File: config.mk
export PLATFORM = sky130hd
export DESIGN_NAME = spc_photon_counter
export DESIGN_NICKNAME = d
export VERILOG_FILES = /design/src/rtl/spc_pkg.sv /design/src/rtl/spc_photon_counter.sv /design/src/rtl/spc_result_writer.sv /design/src/rtl/spc_channel_counter.sv /design/src/rtl/spc_input_conditioner.sv
export VERILOG_INCLUDE_DIRS = /design/src /design/src/rtl
export SDC_FILE = /design/constraint.sdc
export NUM_CORES = 1
export LEC_CHECK = 0
export BUFFER_PORTS_ARGS = -buffer_cell sky130_fd_sc_hd__buf_2
export CAP_MARGIN = 20
export CORE_AREA = 2 2 161 163
export DETAILED_ROUTE_END_ITERATION = 6
export DIE_AREA = 0 0 163 165
export GPL_TIMING_DRIVEN = 0
export PLACE_DENSITY_LB_ADDON = 0.2
export SLEW_MARGIN = 15
export SYNTH_ARGS = -nofsm -noshare
export SYNTH_HDL_FRONTEND = slang
export SYNTH_SLANG_ARGS = --single-unit
File: constraint.sdc
create_clock -name clk_133MHz_210 -period 6.4 [get_ports clk_133MHz_210]
set_clock_uncertainty 0.1 [all_clocks]
set_input_delay 1.92 -clock clk_133MHz_210 [delete_from_list [all_inputs] [get_ports clk_133MHz_210]]
set_output_delay 1.92 -clock clk_133MHz_210 [all_outputs]
set_load 0.01 [all_outputs]
File: src/rtl/spc_consts.svh
`ifndef SPC_CONSTS_SVH
`define SPC_CONSTS_SVH

////////////////////////////////////////////////////////////
// Photon counter sizing.
////////////////////////////////////////////////////////////

`define SPC_CHANNELS      4     // Photon lanes.
`define SPC_COUNT_W       32    // Window count, saturating.
`define SPC_DATA_W        16    // Frame memory word.
`define SPC_ADDR_W        24    // Bank(2)+row(13)+column(9).

// Window index wraps after this many windows.
`define SPC_FRAME_WINDOWS 256
`define SPC_WIN_W         8     // Window index width.

// Input synchronizer depth.
`define SPC_SYNC_STAGES   2

`endif
File: src/rtl/spc_pkg.sv
`include "spc_consts.svh"

package spc_pkg;

    ////////////////////////////////////////////////////////////
    // Lane result and memory write records.
    ////////////////////////////////////////////////////////////

    // Finished window count of one lane.
    typedef struct packed {
        logic [`SPC_COUNT_W-1:0] count;  // Photons in the window.
        logic [`SPC_WIN_W-1:0]   win;    // Window it belongs to.
    } count_rec_t;

    // One word toward frame memory.
    typedef struct packed {
        logic [`SPC_ADDR_W-1:0] addr;    // Word address.
        logic [`SPC_DATA_W-1:0] data;    // Half of a count.
    } mem_wr_t;

endpackage

File: src/rtl/spc_photon_counter.sv
`timescale 1ns/100ps
`include "spc_consts.svh"

module spc_photon_counter import spc_pkg::*; (
    input  logic                     clk_133MHz_210,
    input  logic                     rst_n,
    input  logic [`SPC_CHANNELS-1:0] photon_in,   // Photon pins.
    input  logic                     sync_50hz,   // Window sync pin.
    output logic                     wr_req,      // Toward frame memory.
    output mem_wr_t                  wr_cmd,
    input  logic                     wr_done,
    output logic                     overrun      // Sticky, any lane.
);

    logic [`SPC_CHANNELS-1:0] photon_pulse;
    logic                     window_tick;
    logic [`SPC_WIN_W-1:0]    window_idx;
    count_rec_t               lane_rec [`SPC_CHANNELS];
    logic [`SPC_CHANNELS-1:0] lane_pending;
    logic [`SPC_CHANNELS-1:0] lane_take;
    logic [`SPC_CHANNELS-1:0] lane_ovr;

    ////////////////////////////////////////////////////////////
    // Input side.
    ////////////////////////////////////////////////////////////

    spc_input_conditioner u_cond (
        .clk_133MHz_210 (clk_133MHz_210),
        .rst_n          (rst_n),
        .photon_in      (photon_in),
        .sync_50hz      (sync_50hz),
        .photon_pulse   (photon_pulse),
        .window_tick    (window_tick)
    );

    // One counter per lane.
    for (genvar g = 0; g < `SPC_CHANNELS; g++) begin : g_lane
        spc_channel_counter u_cnt (
            .clk_133MHz_210 (clk_133MHz_210),
            .rst_n          (rst_n),
            .photon_pulse   (photon_pulse[g]),
            .window_tick    (window_tick),
            .window_idx     (window_idx),
            .take           (lane_take[g]),
            .rec            (lane_rec[g]),
            .pending        (lane_pending[g]),
            .overrun        (lane_ovr[g])
        );
    end

    ////////////////////////////////////////////////////////////
    // Memory side.
    ////////////////////////////////////////////////////////////

    spc_result_writer u_wr (
        .clk_133MHz_210 (clk_133MHz_210),
        .rst_n          (rst_n),
        .window_tick    (window_tick),
        .recs           (lane_rec),
        .pending        (lane_pending),
        .take           (lane_take),
        .window_idx     (window_idx),
        .wr_req         (wr_req),
        .wr_cmd         (wr_cmd),
        .wr_done        (wr_done)
    );

    assign overrun = |lane_ovr;  // Any lane lost a window.

endmodule

File: src/rtl/spc_result_writer.sv
`timescale 1ns/100ps
`include "spc_consts.svh"

module spc_result_writer import spc_pkg::*; (
    input  logic                     clk_133MHz_210,
    input  logic                     rst_n,
    input  logic                     window_tick,
    input  count_rec_t               recs [`SPC_CHANNELS],  // Lane results.
    input  logic [`SPC_CHANNELS-1:0] pending,
    output logic [`SPC_CHANNELS-1:0] take,                  // Frees a lane.
    output logic [`SPC_WIN_W-1:0]    window_idx,            // Current window.
    output logic                     wr_req,                // Level request.
    output mem_wr_t                  wr_cmd,
    input  logic                     wr_done                // One-cycle ack.
);

    localparam int LANE_W = $clog2(`SPC_CHANNELS);

    // Step machine, one request per word.
    typedef enum logic [1:0] {
        ST_IDLE,  // Look for a pending lane.
        ST_HIGH,  // High word requested.
        ST_ARM,   // Gap cycle, then low word.
        ST_LOW    // Low word requested.
    } state_t;

    state_t                  state_q;
    logic [LANE_W-1:0]       lane_q;     // Lane being written.
    logic [LANE_W-1:0]       pick;       // Lowest pending lane.
    logic                    any_pending;
    logic                    wr_req_q;
    logic [`SPC_WIN_W-1:0]   win_q;
    mem_wr_t                 wr_cmd_q;

    // ((win * channels + lane) * 2) + word.
    function automatic logic [`SPC_ADDR_W-1:0] word_addr(
        input logic [`SPC_WIN_W-1:0] win,
        input logic [LANE_W-1:0]     lane,
        input logic                  lo
    );
        logic [`SPC_ADDR_W-1:0] slot;
        slot      = `SPC_ADDR_W'(win) * `SPC_ADDR_W'(`SPC_CHANNELS) + `SPC_ADDR_W'(lane);
        word_addr = (slot << 1) + `SPC_ADDR_W'(lo);
    endfunction

    ////////////////////////////////////////////////////////////
    // Lane selection, lowest channel first.
    ////////////////////////////////////////////////////////////

    always_comb begin
        any_pending = |pending;
        pick        = '0;
        for (int i = `SPC_CHANNELS - 1; i >= 0; i--) begin
            if (pending[i]) begin
                pick = LANE_W'(i);
            end
        end
    end

    always_ff @(posedge clk_133MHz_210 or negedge rst_n) begin
        if (!rst_n) begin
            state_q  <= ST_IDLE;
            lane_q   <= '0;
            wr_req_q <= 1'b0;
            win_q    <= '0;
        end else begin
            if (window_tick) begin  // Advance and wrap the window index.
                win_q <= (win_q == `SPC_WIN_W'(`SPC_FRAME_WINDOWS - 1)) ? '0 : win_q + 1'b1;
            end
            case (state_q)
                ST_IDLE: if (any_pending) begin
                    lane_q   <= pick;
                    wr_req_q <= 1'b1;  // High word first.
                    state_q  <= ST_HIGH;
                end
                ST_HIGH: if (wr_done) begin
                    wr_req_q <= 1'b0;
                    state_q  <= ST_ARM;
                end
                ST_ARM: begin
                    wr_req_q <= 1'b1;  // Low word.
                    state_q  <= ST_LOW;
                end
                ST_LOW: if (wr_done) begin
                    wr_req_q <= 1'b0;
                    state_q  <= ST_IDLE;
                end
                default: state_q <= ST_IDLE;
            endcase
        end
    end

    // Command stays put while wr_req is high.
    always_ff @(posedge clk_133MHz_210) begin
        if (state_q == ST_IDLE && any_pending) begin
            wr_cmd_q.addr <= word_addr(recs[pick].win, pick, 1'b0);
            wr_cmd_q.data <= recs[pick].count[`SPC_COUNT_W-1 -: `SPC_DATA_W];
        end else if (state_q == ST_ARM) begin
            wr_cmd_q.addr <= word_addr(recs[lane_q].win, lane_q, 1'b1);
            wr_cmd_q.data <= recs[lane_q].count[`SPC_DATA_W-1:0];
        end
    end

    // Clears pending on the low word's done edge.
    assign take = (state_q == ST_LOW && wr_done) ?
                  (`SPC_CHANNELS'(1) << lane_q) : '0;

    assign window_idx = win_q;
    assign wr_req     = wr_req_q;
    assign wr_cmd     = wr_cmd_q;

endmodule

File: src/rtl/spc_channel_counter.sv
`timescale 1ns/100ps
`include "spc_consts.svh"

module spc_channel_counter import spc_pkg::*; (
    input  logic                  clk_133MHz_210,
    input  logic                  rst_n,
    input  logic                  photon_pulse,  // Conditioned lane pulse.
    input  logic                  window_tick,   // Window close.
    input  logic [`SPC_WIN_W-1:0] window_idx,    // Index of the closing window.
    input  logic                  take,          // Writer done with rec.
    output count_rec_t            rec,           // Held result.
    output logic                  pending,       // Rec waits for the writer.
    output logic                  overrun        // Sticky, a count was lost.
);

    logic [`SPC_COUNT_W-1:0] count_q;
    logic [`SPC_COUNT_W-1:0] count_nxt;  // Includes this cycle's pulse.
    logic                    pending_q;
    logic                    overrun_q;
    count_rec_t              rec_q;
    logic                    slot_free;

    // Saturate at all ones.
    assign count_nxt = (photon_pulse && count_q != '1) ? count_q + 1'b1 : count_q;

    // A take in the tick cycle frees the slot in time.
    assign slot_free = !pending_q || take;

    ////////////////////////////////////////////////////////////
    // Counter and control.
    ////////////////////////////////////////////////////////////

    always_ff @(posedge clk_133MHz_210 or negedge rst_n) begin
        if (!rst_n) begin
            count_q   <= '0;
            pending_q <= 1'b0;
            overrun_q <= 1'b0;
        end else begin
            if (window_tick) begin
                count_q <= '0;  // New window starts empty.
                if (slot_free) begin
                    pending_q <= 1'b1;
                end else begin
                    overrun_q <= 1'b1;  // Old rec kept, new count dropped.
                end
            end else begin
                count_q <= count_nxt;
                if (take) begin
                    pending_q <= 1'b0;
                end
            end
        end
    end

    // Hold register for the finished window.
    always_ff @(posedge clk_133MHz_210) begin
        if (window_tick && slot_free) begin
            rec_q.count <= count_nxt;  // Pulse on the tick stays in this window.
            rec_q.win   <= window_idx;
        end
    end

    assign rec     = rec_q;
    assign pending = pending_q;
    assign overrun = overrun_q;

endmodule

File: src/rtl/spc_input_conditioner.sv
`timescale 1ns/100ps
`include "spc_consts.svh"

module spc_input_conditioner (
    input  logic                     clk_133MHz_210,
    input  logic                     rst_n,
    input  logic [`SPC_CHANNELS-1:0] photon_in,     // Raw photon pins.
    input  logic                     sync_50hz,     // Raw 50Hz sync pin.
    output logic [`SPC_CHANNELS-1:0] photon_pulse,  // One pulse per rising edge.
    output logic                     window_tick    // Window close.
);

    // Sync rides along as the top bit.
    localparam int N = `SPC_CHANNELS + 1;

    logic [N-1:0] raw_in;
    logic [N-1:0] sync_q [`SPC_SYNC_STAGES];  // Synchronizer chain.
    logic [N-1:0] level_q;                    // Last sampled level.
    logic [N-1:0] edge_q;                     // Registered rising edge.

    assign raw_in = {sync_50hz, photon_in};

    ////////////////////////////////////////////////////////////
    // Synchronize, then catch rising edges.
    ////////////////////////////////////////////////////////////

    always_ff @(posedge clk_133MHz_210 or negedge rst_n) begin
        if (!rst_n) begin
            for (int s = 0; s < `SPC_SYNC_STAGES; s++) begin
                sync_q[s] <= '0;
            end
            level_q <= '0;
            edge_q  <= '0;
        end else begin
            sync_q[0] <= raw_in;  // First stage, may go metastable.
            for (int s = 1; s < `SPC_SYNC_STAGES; s++) begin
                sync_q[s] <= sync_q[s-1];
            end
            level_q <= sync_q[`SPC_SYNC_STAGES-1];
            // High for one cycle when the level goes 0 -> 1.
            edge_q  <= sync_q[`SPC_SYNC_STAGES-1] & ~level_q;
        end
    end

    // Third cycle after the pin edge.
    assign photon_pulse = edge_q[`SPC_CHANNELS-1:0];
    assign window_tick  = edge_q[`SPC_CHANNELS];  // Shared by all lanes.

endmodule

==> impl_metrics.csv <==
group,metric,value,unit
outcome,status,"completed",
floorplanning,dieWidth,163,µm
critical_path,biggest_fanout_along_the_worst_timing_path,2,
critical_path,critPathRequiredTime,4380,ps
routing,drt-initial-drc-count,1350,
sta,timing_max_transition_violations_final,0,
floorplanning,io_pins,50,
sta,worst-slew-pin-transition,1073,ps
cts,cts.sinks,356,
synth,yosys.cell_count.top_type,"edfxtp_1",
floorplanning,dieHeight,165,µm
synth,ys_seq_elements,356,
cts,cts_tree,"built",
floorplanning,die_area,26900,µm²
floorplanning,row_count,58,
routing,route.detailed.drc,0,
critical_path,r2r-end,"g_lane[1].u_cnt.rec[27]",
cts,clk_latency,530,ps
synth,largest_family_of_logic_cells_by_synthesized_area,"simple AND/OR/NAND/NOR gates",
synth,synthMuxAreaShare,10.19,%
synth,count_of_warnings_emitted_by_yosys,0,
critical_path,path_class,"flip-flop to primary output",
worst_hold_path,min-delay-path-class,"flip-flop to flip-flop",
cells_and_area,stdcell_area,18870,µm²
critical_path,arrival,1540,ps
critical_path,cp_slowest_cell,"or4_1",
floorplanning,floorplan.core_area,25040,µm²
cts,ctsHtreeMaxLevel,2,
sta,max_freq,280.9,MHz
place,pre_cts_setup_slack,2651,ps
cts,post_cts_hold_buffer_count,0,
worst_hold_path,worst_hold_path.num_cells,0,
routing,vias,11470,
cts,postCtsSetupRepairBufs,0,
sta,min_period_over_period,55.63,%
critical_path,worst_path_largest_cell_delay,500,ps
power,vdd_ir_drop_max,0.3276,mV
critical_path,worstPathCellList,"or4_1 -> buf_2",
cells_and_area,nNetsFinal,1415,
synth,synthCells,1300,
cts,cts_buffers,38,
place,place.detailed.hpwl,30.43,mm
synth,async_flop_share,47.47,%
synth,ys_seq_area_share,58.88,%
routing,detailed_route_wl,42.73,mm
grt,grt_pass1_vias,10960,
routing,vias_per_inst,6.530,
sta,setup_repair_after_global_routing_missed_its_margin,"no",
sta,fin_setup_tns,0,ps
power,power.leakage,7.732,nW
critical_path,cp.buffers_inverters,1,
synth,count_of_flip_flops_with_a_built_in_enable_after_synthesis,186,
synth,post_synth.cell_area_avg,12.85,µm²
critical_path,rr_startpoint,"u_cond.edge_q[4]",
cts,clockRootBuffer,"clkbuf_16",
synth,ys_top_cells_by_area,"edfxtp_1, dfrtp_1, mux4_2, mux2_2, xor2_1",
critical_path,setup.reg_to_reg.worst_slack,3290,ps
cts,post_cts_resize_count,0,
worst_hold_path,min_to,"u_cond.sync_q[0]",
sta,min_period,3561,ps
cells_and_area,post_route_cells_drive_above_1_share,17.03,%
sta,final-hold-violation-count,0,
sta,finalSetupViolations,0,
synth,synthTopCellsByCount,"edfxtp_1, dfrtp_1, nand2_1",
grt,gr-usage-all-layers,32.83,%
synth,syn_area,16700,µm²
synth,synth-simple-area-share,17.33,%
synth,yosysUniqueCellTypes,59,
critical_path,cp_num_cells,2,
power,pwr_density_cell,324.7,nW/µm²
synth,synth_compound_area_share,5.708,%
grt,global_route.overflow_total,0,
place,gp_congestion,0.9768,
routing,final_antenna_net_count,0,
cts,clk_pin_slew_worst_paths,60,ps
floorplanning,floorplan.initialDensity,66.72,%
critical_path,setup.worst_path.start_class,"flip-flop",
grt,grt_antenna_before_repair,4,
critical_path,worst-r2r-cell-count,6,
cells_and_area,area_delta_synth_final,12.94,%
place,number_of_port_buffers,36,
sta,fin_hold_ws,251.8,ps
grt,grt_first_pass_wirelength,65.05,mm
grt,grt_start_max_net_pins,98,
synth,synth_xor_xnor_area_share,4.981,%
synth,synth-main-ff-cell,"edfxtp_1",
sta,slew_headroom,27.81,%
routing,drt-pass1-iter-count,5,
cts,clk_path_buf_depth,3,
place,placed_cell_area,17570,µm²
sta,final_critical_path_setup_slack,2840,ps
synth,synth_top_area_cell,"edfxtp_1",
critical_path,critical_path.endpoint_type,"primary output",
job,cap_viol_max_count,0,
synth,synth_top_area_share,33.44,%
worst_hold_path,hold_startpoint,"u_cond.sync_q[5]",
cells_and_area,num_antenna_cells,0,
synth,yosys.area_share.adder,0.7491,%
routing,wl_per_cell,24.32,µm
critical_path,cpLargestDelayFamily,"simple AND/OR/NAND/NOR gates",
[kinds of logic (layout without fill, tap and decap cells)]
group,after synthesis,count (layout)
other,1,13
xor gates and xnor gates,95,95
AOI/OAI and AO/OA,139,139
muxes,103,103
DFF,356,356
and+or+nand+nor,516,516
adders and majority gates,10,10
buffers and inverters,80,195
[where the power goes]
part           total [mW]  switching, mW  internal, mW
clock                2.24          0.893          1.35
sequential           2.80          0.115          2.68
combinational        1.08          0.606         0.478
[metal layers]
layer / GRT usage, % / part of all wire, %
met1: 46.25 / 40
met2: 50.92 / 46
met3: 5.450 / 9.1
met4: 15.12 / 5.3
met5: 0 / 0.030
[worst max-delay path by stage]
| stage | startpoint | to | slack [ps] |
|---|---|---|---|
| after floorplan | wr_done | g_lane[1].u_cnt.rec[0] | 1700 |
| after global placement | wr_done | g_lane[1].u_cnt.rec[35] | 220 |
| after detailed placement | wr_done | g_lane[0].u_cnt.rec[35] | 2650 |
| after CTS | g_lane[1].u_cnt.overrun | overrun | 2830 |
| after global routing | g_lane[1].u_cnt.overrun | overrun | 2800 |
| final | g_lane[1].u_cnt.overrun | overrun | 2840 |
[flip-flops by register name (all words and copies together), names as in the netlist, 4 cells and up]
signal                cells
g_lane.u_cnt.rec        160
g_lane.u_cnt.count_q    128
g_lane.u_cnt.overrun      4
u_cond.sync_q            10
u_cond.level_q            5
u_wr.wr_cmd              27
u_cond.edge_q             5
u_wr.window_idx           8
g_lane.u_cnt.pending      4
[metrics by stage]
step / util (%) / std cells / total power, mW
floorplan: - / 1312 / 3.504
global placement: 69.27 / 1678 / 3.825
detailed placement: 70.19 / 1686 / 3.909
CTS: 75.32 / 1756 / 6.134
global route: 75.35 / 1757 / 6.318
finish: 75.35 / 1757 / 6.125
[cells in the final DEF (no fill, tap or decap), types with 4 or more instances in the layout]
master,Yosys,layout
clkbuf_8,0,6
nor2_1,74,74
a311oi_1,4,4
conb_1,1,13
or3_1,16,16
a21oi_1,43,41
and2_1,67,65
o21ai_0,21,21
a2111oi_0,5,5
buf_16,0,5
or4_1,11,11
inv_1,17,17
nand3_1,50,50
and3_1,20,20
a31oi_1,6,6
nor4_1,14,14
and4_1,28,28
nand2_1,82,82
dfrtp_1,169,169
a211oi_1,8,8
xnor2_1,39,39
clkinv_2,0,5
a22o_1,27,27
o31ai_1,8,8
nand4_1,61,61
nor3_1,31,31
buf_4,13,13
mux2_2,51,51
ha_1,10,10
or2_2,4,4
clkbuf_1,38,51
nor2b_1,47,47
buf_2,8,43
mux4_2,48,48
edfxtp_1,186,186
clkbuf_16,0,42
xor2_1,56,56
o21bai_1,4,4
[worst reg2reg max path: cells and delay by family, from the launching register on]
| family | cells | cell delay (ps) |
|---|---|---|
| buf+inv | 5 | 1830 |
| flops | 1 | 350 |
| compound gates | 1 | 530 |
[area by class of cell]
class,instances,area [µm²]
sequential,356,9834
inverter,18,67.56
tap,330,412.9
clock inverter,9,101.3
multi-input combinational,876,6580
clock buffer,61,1182
buffer,62,291.5
fill,1607,6171
timing repair buffer,45,395.4
No activity file was read; power rests on OpenSTA's default activity.
